## src/logic/nvme_wr_pkg.sv

```systemverilog
`default_nettype none

package nvme_wr_pkg;

  // queue geometry, one command per slot
  localparam int QUEUE_DEPTH = 16;
  localparam int QIDX_W = $clog2(QUEUE_DEPTH);

  localparam int HOST_ADDR_W = 48;
  localparam int HOST_DATA_W = 128;
  localparam int MEM_ADDR_W = 32;
  // 16 entries of 64 B
  localparam int SQ_ADDR_W = 10;

  localparam int SQ_ENTRY_SHIFT = 6;
  localparam int CQ_ENTRY_SHIFT = 4;
  // 4 KiB buffer slot, also one logical block
  localparam int BUF_SLOT_SHIFT = 12;

  // write buffer window on the NVMe side
  localparam logic [MEM_ADDR_W-1:0] WRITE_BUF_BASE = MEM_ADDR_W'(516 * 1024 * 1024);

  // doorbells of I/O queue 1
  localparam logic [MEM_ADDR_W-1:0] SQ_TAIL_DB_ADDR = MEM_ADDR_W'('h1008);
  localparam logic [MEM_ADDR_W-1:0] CQ_HEAD_DB_ADDR = MEM_ADDR_W'('h100c);
  localparam logic [31:0] NSID_DEFAULT = 32'd1;

  localparam logic [1:0] AXI_BURST_INCR = 2'b01;
  // doorbell registers are 4 B wide
  localparam logic [2:0] DB_XFER_SIZE = 3'd2;

  typedef enum logic [7:0] {
    NVME_OP_WRITE = 8'h01
  } nvme_opcode_t;

  typedef enum logic [1:0] {
    CQ_IDLE,
    CQ_READ_ADDR,
    CQ_READ_DATA,
    CQ_RING_DB
  } cq_poll_state_t;

  typedef struct packed {
    logic [HOST_ADDR_W-1:0] addr;
    logic [7:0]             len;
    logic [2:0]             size;
    logic [1:0]             burst;
  } axi_addr_t;

  // submission queue entry, CDW0 in the low bits
  typedef struct packed {
    logic [31:0]  cdw15;
    logic [31:0]  cdw14;
    logic [31:0]  cdw13;
    logic [31:0]  cdw12;
    logic [63:0]  slba;
    logic [127:0] dptr;
    logic [63:0]  mptr;
    logic [63:0]  rsvd23;
    logic [31:0]  nsid;
    logic [15:0]  cid;
    logic [1:0]   psdt;
    logic [3:0]   rsvd0;
    logic [1:0]   fuse;
    nvme_opcode_t opcode;
  } sq_entry_t;

  typedef struct packed {
    logic [14:0] status;
    logic        phase;
    logic [15:0] cid;
    logic [15:0] sq_id;
    logic [15:0] sq_head;
    logic [31:0] dw1;
    logic [31:0] dw0;
  } cq_entry_t;

endpackage

`default_nettype wire

```

## src/logic/nvme_sq_submit.sv

```systemverilog
`timescale 1ns/10ps
`default_nettype none

module nvme_sq_submit (
  input  logic                                clk,
  input  logic                                rstn,
  input  nvme_wr_pkg::axi_addr_t              host_aw,
  input  logic                                host_awvalid,
  output logic                                host_awready,
  output nvme_wr_pkg::axi_addr_t              sq_aw,
  output logic                                sq_awvalid,
  input  logic                                sq_awready,
  output nvme_wr_pkg::sq_entry_t              sq_w,
  output logic                                sq_wvalid,
  input  logic                                sq_wready,
  output nvme_wr_pkg::axi_addr_t              buf_aw,
  output logic                                buf_awvalid,
  input  logic                                buf_awready,
  input  logic [nvme_wr_pkg::QIDX_W-1:0]      sq_head,
  input  logic [nvme_wr_pkg::QUEUE_DEPTH-1:0] cid_state
);
  import nvme_wr_pkg::*;

  logic [QIDX_W-1:0]     sq_tail;
  logic [QIDX_W-1:0]     tail_next;
  logic                  cid_phase;
  logic                  cmd_valid;
  logic [2:0]            branch_done;
  logic [2:0]            branch_hs;
  logic                  fork_done;
  logic [SQ_ADDR_W-1:0]  sq_slot_addr;
  logic [MEM_ADDR_W-1:0] buf_slot_addr;

  assign tail_next = sq_tail + QIDX_W'(1);

  // hold off while the SQ is full or the slot's previous command is still open
  assign cmd_valid = host_awvalid & (tail_next != sq_head) & (cid_state[sq_tail] == cid_phase);

  // three way fork: SQ address, SQ entry, buffer address
  assign sq_awvalid  = cmd_valid & ~branch_done[0];
  assign sq_wvalid   = cmd_valid & ~branch_done[1];
  assign buf_awvalid = cmd_valid & ~branch_done[2];
  assign branch_hs = {buf_awvalid & buf_awready, sq_wvalid & sq_wready, sq_awvalid & sq_awready};
  assign fork_done = &(branch_hs | branch_done);

  assign host_awready = (cmd_valid & fork_done) | ~host_awvalid;

  assign sq_slot_addr  = SQ_ADDR_W'(sq_tail) << SQ_ENTRY_SHIFT;
  assign buf_slot_addr = MEM_ADDR_W'(sq_tail) << BUF_SLOT_SHIFT;

  always_ff @(posedge clk or negedge rstn) begin
    if (!rstn) begin
      sq_tail     <= '0;
      cid_phase   <= 1'b0;
      branch_done <= '0;
    end else begin
      if (host_awvalid && host_awready) begin
        sq_tail <= tail_next;
        // new lap over the command IDs
        if (sq_tail == QIDX_W'(QUEUE_DEPTH - 1)) begin
          cid_phase <= ~cid_phase;
        end
      end
      branch_done <= (cmd_valid & ~fork_done) ? (branch_done | branch_hs) : '0;
    end
  end

  always_comb begin
    // single 64 B beat into the tail slot
    sq_aw.addr  = HOST_ADDR_W'(sq_slot_addr);
    sq_aw.len   = 8'd0;
    sq_aw.size  = 3'(SQ_ENTRY_SHIFT);
    sq_aw.burst = AXI_BURST_INCR;

    // write command, one block per host burst
    sq_w        = '0;
    sq_w.opcode = NVME_OP_WRITE;
    sq_w.cid    = 16'(sq_tail);
    sq_w.nsid   = NSID_DEFAULT;
    sq_w.dptr   = 128'(WRITE_BUF_BASE + buf_slot_addr);
    sq_w.slba   = 64'(host_aw.addr >> BUF_SLOT_SHIFT);

    // host data lands in the slot owned by this command
    buf_aw      = host_aw;
    buf_aw.addr = HOST_ADDR_W'(buf_slot_addr);
  end

endmodule

`default_nettype wire

```

## src/logic/nvme_sq_doorbell.sv

```systemverilog
`timescale 1ns/10ps
`default_nettype none

module nvme_sq_doorbell (
  input  logic                                clk,
  input  logic                                rstn,
  input  logic                                sq_bvalid,
  output logic                                sq_bready,
  input  logic                                buf_bvalid,
  output logic                                buf_bready,
  output nvme_wr_pkg::axi_addr_t              sqdb_aw,
  output logic                                sqdb_awvalid,
  input  logic                                sqdb_awready,
  output logic [nvme_wr_pkg::HOST_DATA_W-1:0] sqdb_wdata,
  output logic                                sqdb_wvalid,
  input  logic                                sqdb_wready
);
  import nvme_wr_pkg::*;

  logic [QIDX_W-1:0] db_tail;
  logic [QIDX_W-1:0] db_next;
  logic              join_valid;
  logic [1:0]        branch_done;
  logic [1:0]        branch_hs;
  logic              fork_done;

  // command is in memory once both the entry and its address slot are acked
  assign join_valid = sq_bvalid & buf_bvalid;

  assign sqdb_awvalid = join_valid & ~branch_done[0];
  assign sqdb_wvalid  = join_valid & ~branch_done[1];
  assign branch_hs = {sqdb_wvalid & sqdb_wready, sqdb_awvalid & sqdb_awready};
  assign fork_done = &(branch_hs | branch_done);

  assign sq_bready  = (join_valid & fork_done) | ~sq_bvalid;
  assign buf_bready = (join_valid & fork_done) | ~buf_bvalid;

  assign db_next = db_tail + QIDX_W'(1);

  assign sqdb_aw.addr  = HOST_ADDR_W'(SQ_TAIL_DB_ADDR);
  assign sqdb_aw.len   = 8'd0;
  assign sqdb_aw.size  = DB_XFER_SIZE;
  assign sqdb_aw.burst = AXI_BURST_INCR;

  // tail value sits in lane 2, doorbell offset is 8 within the beat
  assign sqdb_wdata = {32'd0, 32'(db_next), 64'd0};

  always_ff @(posedge clk or negedge rstn) begin
    if (!rstn) begin
      db_tail     <= '0;
      branch_done <= '0;
    end else begin
      if (join_valid && fork_done) begin
        db_tail <= db_next;
      end
      branch_done <= (join_valid & ~fork_done) ? (branch_done | branch_hs) : '0;
    end
  end

endmodule

`default_nettype wire

```

## src/logic/nvme_cq_poller.sv

```systemverilog
`timescale 1ns/10ps
`default_nettype none

module nvme_cq_poller (
  input  logic                                clk,
  input  logic                                rstn,
  input  logic                                sqdb_bvalid,
  output logic                                sqdb_bready,
  output nvme_wr_pkg::axi_addr_t              cq_ar,
  output logic                                cq_arvalid,
  input  logic                                cq_arready,
  input  nvme_wr_pkg::cq_entry_t              cq_r,
  input  logic                                cq_rvalid,
  output logic                                cq_rready,
  output nvme_wr_pkg::axi_addr_t              cqdb_aw,
  output logic                                cqdb_awvalid,
  input  logic                                cqdb_awready,
  output logic [nvme_wr_pkg::HOST_DATA_W-1:0] cqdb_wdata,
  output logic                                cqdb_wvalid,
  input  logic                                cqdb_wready,
  input  logic                                cqdb_bvalid,
  output logic                                cqdb_bready,
  output logic [nvme_wr_pkg::QIDX_W-1:0]      sq_head,
  output logic [nvme_wr_pkg::QUEUE_DEPTH-1:0] cid_state
);
  import nvme_wr_pkg::*;

  cq_poll_state_t    state;
  logic [QIDX_W-1:0] cq_head;
  logic              cq_phase;
  logic [QIDX_W-1:0] cq_cid;
  logic              fresh;
  logic              db_valid;
  logic              db_b_pending;
  logic [1:0]        db_done;
  logic [1:0]        db_hs;
  logic              db_fork_done;

  // controller inverts the phase tag on every pass through the CQ
  assign fresh  = cq_r.phase != cq_phase;
  assign cq_cid = cq_r.cid[QIDX_W-1:0];

  assign sqdb_bready = (state == CQ_IDLE);
  assign cq_arvalid  = (state == CQ_READ_ADDR);
  assign cq_rready   = (state == CQ_READ_DATA);

  // next head write waits for the previous head write to be acked
  assign db_valid     = (state == CQ_RING_DB) & ~db_b_pending;
  assign cqdb_awvalid = db_valid & ~db_done[0];
  assign cqdb_wvalid  = db_valid & ~db_done[1];
  assign db_hs = {cqdb_wvalid & cqdb_wready, cqdb_awvalid & cqdb_awready};
  assign db_fork_done = db_valid & (&(db_hs | db_done));
  assign cqdb_bready  = 1'b1;

  assign cq_ar.addr  = HOST_ADDR_W'(MEM_ADDR_W'(cq_head) << CQ_ENTRY_SHIFT);
  assign cq_ar.len   = 8'd0;
  assign cq_ar.size  = 3'(CQ_ENTRY_SHIFT);
  assign cq_ar.burst = AXI_BURST_INCR;

  assign cqdb_aw.addr  = HOST_ADDR_W'(CQ_HEAD_DB_ADDR);
  assign cqdb_aw.len   = 8'd0;
  assign cqdb_aw.size  = DB_XFER_SIZE;
  assign cqdb_aw.burst = AXI_BURST_INCR;

  // head value in lane 3, offset 'hc within the beat
  assign cqdb_wdata = {32'(cq_head), 96'd0};

  always_ff @(posedge clk or negedge rstn) begin
    if (!rstn) begin
      state        <= CQ_IDLE;
      cq_head      <= '0;
      cq_phase     <= 1'b0;
      sq_head      <= '0;
      cid_state    <= '0;
      db_done      <= '0;
      db_b_pending <= 1'b0;
    end else begin
      if (db_fork_done) begin
        db_b_pending <= 1'b1;
      end else if (cqdb_bvalid && cqdb_bready) begin
        db_b_pending <= 1'b0;
      end
      db_done <= (db_valid & ~db_fork_done) ? (db_done | db_hs) : '0;

      case (state)
        CQ_IDLE: begin
          if (sqdb_bvalid && sqdb_bready) begin
            state <= CQ_READ_ADDR;
          end
        end
        CQ_READ_ADDR: begin
          if (cq_arvalid && cq_arready) begin
            state <= CQ_READ_DATA;
          end
        end
        CQ_READ_DATA: begin
          if (cq_rvalid && cq_rready) begin
            if (fresh) begin
              state   <= CQ_RING_DB;
              cq_head <= cq_head + QIDX_W'(1);
              if (cq_head == QIDX_W'(QUEUE_DEPTH - 1)) begin
                cq_phase <= ~cq_phase;
              end
              sq_head           <= cq_r.sq_head[QIDX_W-1:0];
              // releases the slot and signals the response side
              cid_state[cq_cid] <= ~cid_state[cq_cid];
            end else begin
              // stale entry, poll the same slot again
              state <= CQ_READ_ADDR;
            end
          end
        end
        CQ_RING_DB: begin
          if (db_fork_done) begin
            state <= CQ_IDLE;
          end
        end
        default: begin
          state <= CQ_IDLE;
        end
      endcase
    end
  end

endmodule

`default_nettype wire

```

## src/logic/nvme_wr_response.sv

```systemverilog
`timescale 1ns/10ps
`default_nettype none

module nvme_wr_response (
  input  logic                                clk,
  input  logic                                rstn,
  input  logic [nvme_wr_pkg::QUEUE_DEPTH-1:0] cid_state,
  output logic                                host_bvalid,
  input  logic                                host_bready,
  output logic [1:0]                          host_bresp
);
  import nvme_wr_pkg::*;

  logic [QIDX_W-1:0] resp_idx;
  logic              resp_phase;
  logic [QIDX_W-1:0] idx_next;
  logic              phase_next;
  logic              resp_accept;

  assign resp_accept = host_bvalid & host_bready;
  assign idx_next    = resp_accept ? resp_idx + QIDX_W'(1) : resp_idx;
  assign phase_next  = (resp_accept && resp_idx == QIDX_W'(QUEUE_DEPTH - 1)) ?
                       ~resp_phase : resp_phase;

  // write completions report success only
  assign host_bresp = 2'b00;

  always_ff @(posedge clk or negedge rstn) begin
    if (!rstn) begin
      resp_idx    <= '0;
      resp_phase  <= 1'b0;
      host_bvalid <= 1'b0;
    end else begin
      resp_idx    <= idx_next;
      resp_phase  <= phase_next;
      // look ahead at the next index so responses can go back to back
      host_bvalid <= cid_state[idx_next] != phase_next;
    end
  end

endmodule

`default_nettype wire

```

## src/logic/nvme_wr_driver.sv

```systemverilog
`timescale 1ns/10ps
`default_nettype none

module nvme_wr_driver (
  input  logic                                    clk,
  input  logic                                    rstn,
  // host write port
  input  nvme_wr_pkg::axi_addr_t                  host_aw,
  input  logic                                    host_awvalid,
  output logic                                    host_awready,
  input  logic [nvme_wr_pkg::HOST_DATA_W-1:0]     host_wdata,
  input  logic [nvme_wr_pkg::HOST_DATA_W/8-1:0]   host_wstrb,
  input  logic                                    host_wlast,
  input  logic                                    host_wvalid,
  output logic                                    host_wready,
  output logic                                    host_bvalid,
  input  logic                                    host_bready,
  output logic [1:0]                              host_bresp,
  // submission queue memory
  output nvme_wr_pkg::axi_addr_t                  sq_aw,
  output logic                                    sq_awvalid,
  input  logic                                    sq_awready,
  output nvme_wr_pkg::sq_entry_t                  sq_w,
  output logic                                    sq_wvalid,
  input  logic                                    sq_wready,
  input  logic                                    sq_bvalid,
  output logic                                    sq_bready,
  // write buffer memory
  output nvme_wr_pkg::axi_addr_t                  buf_aw,
  output logic                                    buf_awvalid,
  input  logic                                    buf_awready,
  output logic [nvme_wr_pkg::HOST_DATA_W-1:0]     buf_wdata,
  output logic [nvme_wr_pkg::HOST_DATA_W/8-1:0]   buf_wstrb,
  output logic                                    buf_wlast,
  output logic                                    buf_wvalid,
  input  logic                                    buf_wready,
  input  logic                                    buf_bvalid,
  output logic                                    buf_bready,
  // controller doorbells and completion queue
  output nvme_wr_pkg::axi_addr_t                  sqdb_aw,
  output logic                                    sqdb_awvalid,
  input  logic                                    sqdb_awready,
  output logic [nvme_wr_pkg::HOST_DATA_W-1:0]     sqdb_wdata,
  output logic                                    sqdb_wvalid,
  input  logic                                    sqdb_wready,
  input  logic                                    sqdb_bvalid,
  output logic                                    sqdb_bready,
  output nvme_wr_pkg::axi_addr_t                  cq_ar,
  output logic                                    cq_arvalid,
  input  logic                                    cq_arready,
  input  nvme_wr_pkg::cq_entry_t                  cq_r,
  input  logic                                    cq_rvalid,
  output logic                                    cq_rready,
  output nvme_wr_pkg::axi_addr_t                  cqdb_aw,
  output logic                                    cqdb_awvalid,
  input  logic                                    cqdb_awready,
  output logic [nvme_wr_pkg::HOST_DATA_W-1:0]     cqdb_wdata,
  output logic                                    cqdb_wvalid,
  input  logic                                    cqdb_wready,
  input  logic                                    cqdb_bvalid,
  output logic                                    cqdb_bready
);
  import nvme_wr_pkg::*;

  logic [QIDX_W-1:0]      sq_head;
  logic [QUEUE_DEPTH-1:0] cid_state;

  // host beats go straight into the slot opened by the submit side
  assign buf_wdata   = host_wdata;
  assign buf_wstrb   = host_wstrb;
  assign buf_wlast   = host_wlast;
  assign buf_wvalid  = host_wvalid;
  assign host_wready = buf_wready;

  nvme_sq_submit sq_submit_i (
    .clk, .rstn,
    .host_aw, .host_awvalid, .host_awready,
    .sq_aw, .sq_awvalid, .sq_awready,
    .sq_w, .sq_wvalid, .sq_wready,
    .buf_aw, .buf_awvalid, .buf_awready,
    .sq_head, .cid_state
  );

  nvme_sq_doorbell sq_doorbell_i (
    .clk, .rstn,
    .sq_bvalid, .sq_bready, .buf_bvalid, .buf_bready,
    .sqdb_aw, .sqdb_awvalid, .sqdb_awready,
    .sqdb_wdata, .sqdb_wvalid, .sqdb_wready
  );

  nvme_cq_poller cq_poller_i (
    .clk, .rstn,
    .sqdb_bvalid, .sqdb_bready,
    .cq_ar, .cq_arvalid, .cq_arready,
    .cq_r, .cq_rvalid, .cq_rready,
    .cqdb_aw, .cqdb_awvalid, .cqdb_awready,
    .cqdb_wdata, .cqdb_wvalid, .cqdb_wready,
    .cqdb_bvalid, .cqdb_bready,
    .sq_head, .cid_state
  );

  nvme_wr_response wr_response_i (
    .clk, .rstn,
    .cid_state, .host_bvalid, .host_bready, .host_bresp
  );

endmodule

`default_nettype wire

```

## config.mk

```make
export PLATFORM = sky130hd
export DESIGN_NAME = nvme_wr_driver
export DESIGN_NICKNAME = d
export VERILOG_FILES = /design/src/logic/nvme_wr_pkg.sv /design/src/logic/nvme_sq_submit.sv /design/src/logic/nvme_sq_doorbell.sv /design/src/logic/nvme_cq_poller.sv /design/src/logic/nvme_wr_response.sv /design/src/logic/nvme_wr_driver.sv
export SDC_FILE = /design/constraint.sdc
export NUM_CORES = 1
export LEC_CHECK = 0
export BUFFER_PORTS_ARGS = -buffer_cell sky130_fd_sc_hd__buf_2
export CORE_AREA = 3 3 621 623
export DETAILED_ROUTE_END_ITERATION = 6
export DIE_AREA = 0 0 624 626
export GPL_TIMING_DRIVEN = 0
export PLACE_DENSITY = 0.31
export SETUP_SLACK_MARGIN = 0.1
export SYNTH_ARGS = -nofsm -noshare
export SYNTH_HDL_FRONTEND = slang
export SYNTH_SLANG_ARGS = --single-unit
```

## constraint.sdc

```tcl
create_clock -name clk -period 2.7 [get_ports clk]
set_input_delay 0.405 -clock clk [delete_from_list [all_inputs] [get_ports clk]]
set_output_delay 0.405 -clock clk [all_outputs]
set_load 0.01 [all_outputs]
```

After elaboration in Yosys (flattened, before gate mapping)
Cells that the tools add are included.
{"block": "word_totals", "register_bits": 50, "mem_bits_rw": 0, "input_bits": 353, "mem_count": 0, "latch_bits": 0, "output_inout_bits": 1237, "word_cells": 125, "mem_bits_ro": 0}
{"block": "classes", "n_mux": 22, "mul": 0, "add_sub_neg": 5, "n_shift": 0, "n_reduce_logical": 16, "div": 0, "n_lt_le_gt_ge": 4, "bitwise": 49, "n_eq_ne": 14}
{"operator": "$add A30 B16 Y31 const A", "count": 1}
{"operator": "$and A1 B1 Y1", "count": 25}
{"operator": "$not A1 Y1", "count": 18}
{"operator": "$add A4 B1 Y4 const B", "count": 4}
{"operator": "$bwmux W16", "count": 1}
{"operator": "$lt A4 B5 Y1 const B", "count": 3}
{"operator": "$mux W2", "count": 7}
{"operator": "$bmux W1 S4", "count": 3}
{"operator": "$eq A4 B4 Y1 const B", "count": 3}
{"operator": "$pmux W2 S4", "count": 1}
{"operator": "$reduce_and A4 Y1", "count": 2}
{"operator": "$logic_and A1 B1 Y1", "count": 7}
{"operator": "$mux W1", "count": 7}
{"operator": "$ne A2 B2 Y1 const B", "count": 3}
{"operator": "$reduce_and A2 Y1", "count": 3}
{"operator": "$reduce_and A3 Y1", "count": 2}
{"operator": "$demux W1 S4", "count": 1}
{"operator": "$eq A2 B2 Y1 const B", "count": 2}
{"operator": "$ge A4 B1 Y1 const B", "count": 1}
{"operator": "$mux W4", "count": 1}
{"operator": "$ne A4 B4 Y1", "count": 1}
{"operator": "$or A2 B2 Y2", "count": 2}
{"operator": "$mux W3", "count": 1}
{"operator": "$or A1 B1 Y1", "count": 3}
{"operator": "7 further kinds", "count": 8}

Logic depth before layout (Yosys ltp)
{"block": "depth", "depth_word": 12, "depth_mapped": 8, "mapped_depth_nobuf": 8}

By module
From an unflattened synthesis, not the netlist that was laid out.
{"block": "unflattened", "hier_cells": 1489, "hier_area_um2": 12199.2}
{"mod": "nvme_sq_submit", "seq_area_each_um2": 200.2, "n_inst": 1, "area_each_um2": 5363.9, "cells_each": 691}
{"mod": "nvme_cq_poller", "seq_area_each_um2": 750.7, "n_inst": 1, "area_each_um2": 3442.1, "cells_each": 376}
{"mod": "nvme_sq_doorbell", "seq_area_each_um2": 150.1, "n_inst": 1, "area_each_um2": 1715.4, "cells_each": 215}
{"mod": "nvme_wr_driver", "seq_area_each_um2": 0.0, "n_inst": 1, "area_each_um2": 1103.6, "cells_each": 147}
{"mod": "nvme_wr_response", "seq_area_each_um2": 150.1, "n_inst": 1, "area_each_um2": 574.3, "cells_each": 60}

Least setup slack after synthesis
No wires, ideal clock.
{"block": "synth_timing", "kind": "reg2out", "from": "register sq_submit_i.sq_tail[1]", "to": "output port buf_awvalid", "required_ns": 2.295, "arrival_ns": 2.486, "path_slack_ns": -0.191, "stages_incl_launch_ff": 8, "n_path_buf": 2, "cell_sequence": "dfrtp_1 buf_2 mux4_2 mux4_2 xor2_1 or3b_1 buf_2 nor2_1"}
{"block": "synth_between", "elab_chain_cells": 5, "word_cells_on_any_way": 8, "cone_classes": "add/sub (1); eq/ne (2); mux (2); bitwise (3)"}
{"element": "start, declared", "line_no": "nvme_sq_submit.sv:24", "text": "logic [QIDX_W-1:0] sq_tail;"}
{"element": "start signal, assigned", "line_no": "nvme_sq_submit.sv:58", "text": "sq_tail <= tail_next;"}
{"element": "$add A4 B1 Y4 / $bmux W1 S4 (equally long branches)", "line_no": "nvme_sq_submit.sv:34, nvme_sq_submit.sv:37"}
{"element": "$ne A4 B4 Y1 / $mux W1 (equally long branches)", "line_no": "nvme_sq_submit.sv:37", "text": "assign cmd_valid = host_awvalid & (tail_next != sq_head) & (cid_state[sq_tail] == cid_phase);"}
{"element": "$and A1 B1 Y1 / $eq A1 B1 Y1 (equally long branches)", "line_no": "nvme_sq_submit.sv:37"}
{"element": "$and A1 B1 Y1 *", "line_no": "nvme_sq_submit.sv:37"}
{"element": "$and A1 B1 Y1 *", "line_no": "nvme_sq_submit.sv:42", "text": "assign buf_awvalid = cmd_valid & ~branch_done[2];"}
{"element": "end, declared", "line_no": "nvme_wr_driver.sv:30", "text": "output logic buf_awvalid,"}
Mark *: on every way between the ends. The rest lies on a longest branch, timed or not. The select of a mux whose other input is x is not followed.

Worst setup path in the final report
{"block": "layout_timing", "from": "register sq_submit_i.sq_tail[1]", "to": "output port sq_wvalid"}
{"block": "layout_between", "elab_chain_cells": 5, "word_cells_on_any_way": 8, "cone_classes": "add/sub (1); eq/ne (2); mux (2); bitwise (3)"}
{"element": "$add A4 B1 Y4 / $bmux W1 S4 (equally long branches)", "line_no": "nvme_sq_submit.sv:34, nvme_sq_submit.sv:37"}
{"element": "$ne A4 B4 Y1 / $mux W1 (equally long branches)", "line_no": "nvme_sq_submit.sv:37"}
{"element": "$and A1 B1 Y1 / $eq A1 B1 Y1 (equally long branches)", "line_no": "nvme_sq_submit.sv:37"}
{"element": "$and A1 B1 Y1 *", "line_no": "nvme_sq_submit.sv:37"}
{"element": "$and A1 B1 Y1 *", "line_no": "nvme_sq_submit.sv:41", "text": "assign sq_wvalid = cmd_valid & ~branch_done[1];"}
{"element": "end, declared", "line_no": "nvme_wr_driver.sv:24", "text": "output logic sq_wvalid,"}
Marks and branches as above.

==> metrics.md <==
| Metric | Value |
|---|---|
| Total GRT Usage | `about 2.5%` |
| Root buf cell | `clkbuf_16` |
| IO Count | `1,590` |
| Lkg Pwr | `~0.012 µW` |
| Core area | `381,400 µm²` |
| Row count | `between 200 and 250` |
| CTS tree | `built` |
| Top delay family on crit path | `multiplexers` |
| Starting Density | `3.161%` |
| Global-route wire length before repair | `66.97 mm` |
| Final count of pins violating max slew | `0` |
| CTS Buf Count | `5` |
| RSZ-0062 raised after global routing | `yes` |
| Vias/cell | `roughly 1.2` |
| Final net count | `approximately 3,100` |
| Routed Antenna Nets | `0` |
| Async SR Flop Fraction | `between 90% and 100%` |
| Yosys reg bits | `50` |
| Die H | `about 630 µm` |
| Setup Viol. Count Final | `4` |
| DR pass1 iterations | `4` |
| CP required | `approximately 2300 ps` |
| Sequential share of the synthesized area | `roughly 10%` |
| Syn Area/Cell | `about 7.9 µm²` |
| Area of the multi-input gates | `5456 µm²` |
| Vias in the first global route | `around 8,000` |
| Clock Pin Slew Worst Setup and Hold Paths | `110 ps` |
| Crit path cell chain | `buf_6 > mux4_2 > mux4_2 > xor2_2 > or3b_1 > buf_6 > nor2_4 > buf_12` |
| Status | `complete, but fails checks` |
| # H-tree levels | `2` |
| Congestion Overflow GR | `0` |
| Distinct cell type count after synthesis | `40` |
| Max Cap Viol | `0` |
| CP peak stage delay | `530 ps` |
| 1st-iter DRT viols | `222` |
| Psw | `about 3400 µW` |
| Clock power frac | `about an eighth` |
| Combinational group share of total power | `approximately two thirds` |
| CP Class | `reg2out` |
| Worst Clk Skew | `between 20 and 30 ps` |
| Critical path's slowest cell | `mux4_2` |
| VDD IR max | `222.0 µV` |
| DRC | `0` |
| Initial antenna violation count | `16` |
| PortBufs | `259` |
| Post-layout min period | `3211 ps` |
| Clk sinks | `50` |
| Worst-Margin Slew | `~550 ps` |
| Highest clock rate | `approximately 0.31 GHz` |
| Setup slack after layout | `-510.9 ps` |
| WP buf/inv | `3` |
| Hpwl dp | `between 50 and 60 mm` |
| Layout area overhead | `97.35%` |
| Clk_lat worst skew | `350 ps` |
| Crit path max fanout | `6` |
| Setup WS pre-CTS | `-1069 ps` |
| Failing checks | `setup timing` |
| Sequential share of power | `about a fifth` |
| Share of layout cells above drive strength 1 | `a little under three fifths` |
| Largest net degree at the start of global routing | `51` |
| Synth Flop Type | `dfrtp_1` |
| Gpl congestion | `0.7692` |
| Setup crit start kind | `register` |
| PwrDens | `around 310 nW/µm²` |
| Critical Path AT | `about 2800 ps` |
| Cts hold-fix bufs | `0` |
| Switching Share | `a little under half` |
| Hold Crit Class | `in2async` |
| Mapped Cells | `1,517` |
| Hold Vio Cnt, Final | `0` |
| Setup crit end kind | `output pin` |
| Synth Cell Area | `~12,000 µm²` |
| WL/cell | `roughly 7.1 µm` |
| Post-synth EDFFs | `0` |
| Cell internal pwr | `approximately 4000 µW` |
| Synth warnings | `0` |
| Max Root-Sink Buffers | `2` |
| Via count | `9,460` |
| Sequential cell area | `approximately 1300 µm²` |
| # fillers | `around 45,000` |
| Final worst-path cycle share | `118.9%` |
| Rel. slew slack | `between 60 and 70%` |
| Setup_tns | `-1527 ps` |
| Die extent in x | `approximately 620 µm` |
| Die area | `slightly below 400,000 µm²` |
| Post-Route WL | `between 50 and 60 mm` |
Yosys cell counts, types with 9 or more instances:
| cell | n | area share (%) |
|---|---|---|
| mux4_2 | 9 | 1.7 |
| clkbuf_1 | 12 | 0.37 |
| nand2b_1 | 22 | 1.1 |
| nor4_1 | 9 | 0.47 |
| buf_4 | 1211 | 75 |
| nand2_1 | 42 | 1.3 |
| dfrtp_1 | 50 | 10 |
| mux2_2 | 19 | 1.8 |
| nor3_1 | 13 | 0.54 |
| xnor2_1 | 16 | 1.2 |
| nor2_1 | 34 | 1.1 |
per-layer routing:
layer,part of all wire (%),routed length [µm],global-route usage [%],up-vias
met5,0,0,0,-
met4,1.8,1010,0.6483,0
met3,8.2,4596,0.6729,29
met2,58,32340,5.082,573
met1,32,17880,2.502,3817
li1,-,-,-,5041
layout by cell type (no fill, tap or decap), types with 2 or more instances in the layout:
cell type / instances
a211oi_1: 8
a21boi_0: 2
a22oi_1: 8
buf_2: 254
buf_4: 1220
buf_6: 5
clkbuf_1: 10
clkbuf_16: 5
conb_1: 999
dfrtp_1: 46
dfrtp_2: 3
ha_1: 4
inv_1: 5
mux2_2: 19
mux2i_1: 2
mux4_2: 9
nand2_1: 42
nand2b_1: 22
nand3_1: 7
nand3b_1: 2
nand4_1: 3
nor2_1: 30
nor2_4: 4
nor2b_1: 3
nor3_1: 12
nor3_2: 2
nor3_4: 2
nor4_1: 9
o211ai_1: 2
o21ai_0: 3
xnor2_1: 16
xor2_1: 7
power by group through the flow:
stage / clock [µW] / combinational, µW / sequential, µW
2_1_floorplan: 0 / 3460 / 1320
3_3_place_gp: 0 / 4720 / 1550
3_5_place_dp: 0 / 4710 / 1550
4_1_cts: 959 / 4950 / 1500
5_1_grt: 963 / 5520 / 1550
6_report: 866 / 4970 / 1470
worst paths after layout:
path / startpoint / end / slack (ps) / cells past startpoint
setup / recovery: sq_submit_i.sq_tail[1]$_DFFE_PN0P_ / sq_wvalid / -510 / 8
hold / removal: rstn / sq_doorbell_i.db_tail[2]$_DFFE_PN0P_ / 30 / 2
setup reg to reg: sq_submit_i.sq_tail[1]$_DFFE_PN0P_ / sq_submit_i.sq_tail[1]$_DFFE_PN0P_ / 130 / 8
hold reg to reg: sq_doorbell_i.branch_done[1]$_DFF_PN0_ / sq_doorbell_i.branch_done[0]$_DFF_PN0_ / 470 / 1
max in group asynchronous: rstn / cq_poller_i.db_done[0]$_DFF_PN0_ / 2350 / 2
min in group clk: sqdb_awready / sq_doorbell_i.branch_done[1]$_DFF_PN0_ / 240 / 2
cell type report:
class,instances,share of cell area [%]
Clock buffer,5,0.5258
Clock inverter,3,0.2051
Sequential cell,50,5.289
Inverter,5,0.07887
Timing Repair Buffer,268,5.968
Antenna cell,1,0.01052
Tap cell,5038,26.49
Multi-Input combinational cell,1233,22.93
Buffer,1225,38.50
logic make-up after synthesis:
logic type | Yosys count | share of synthesized area (%)
simple gates | 146 | 5.956
fa+ha+maj | 4 | 0.4151
other cells | 2 | 0.06228
compound gates | 30 | 1.785
xor+xnor | 24 | 1.743
mux | 30 | 3.621
flops | 50 | 10.38
buf+inv | 1231 | 76.04
registers in the layout, indices dropped and copies added (netlist names):
| signal | cells |
|---|---|
| sq_doorbell_i.db_tail | 4 |
| wr_response_i.host_bvalid | 1 |
| cq_poller_i.cid_state | 16 |
| cq_poller_i.cq_phase | 1 |
| cq_poller_i.db_done | 2 |
| cq_poller_i.cq_head | 4 |
| cq_poller_i.sq_head | 4 |
| wr_response_i.resp_phase | 1 |
| cq_poller_i.state | 2 |
| cq_poller_i.db_b_pending | 1 |
| sq_submit_i.branch_done | 3 |
| wr_response_i.resp_idx | 4 |
| sq_submit_i.cid_phase | 1 |
| sq_submit_i.sq_tail | 4 |
| sq_doorbell_i.branch_done | 2 |
what timing repair did:
item                       in CTS  in global routing
buffers inserted                7                  1
setup endpoints to repair      27                  8
gates resized for setup        20                  7
pin swaps                       3                  2
per-stage QoR:
step | std cells | hold WS (ps) | area, µm² | utilization, % | total power, µW
finish | 7828 | 34.21 | 23800 | 6.239 | 7305
detailed placement | 7812 | 432.9 | 23470 | 6.154 | 6260
floorplan | 2514 | 109.4 | 15840 | - | 4781
global placement | 7811 | 459.7 | 23440 | 6.144 | 6269
CTS | 7826 | 12.56 | 23750 | 6.227 | 7409
global route | 7827 | 26.08 | 23790 | 6.238 | 8028
Power figures use the tool's default switching activity.
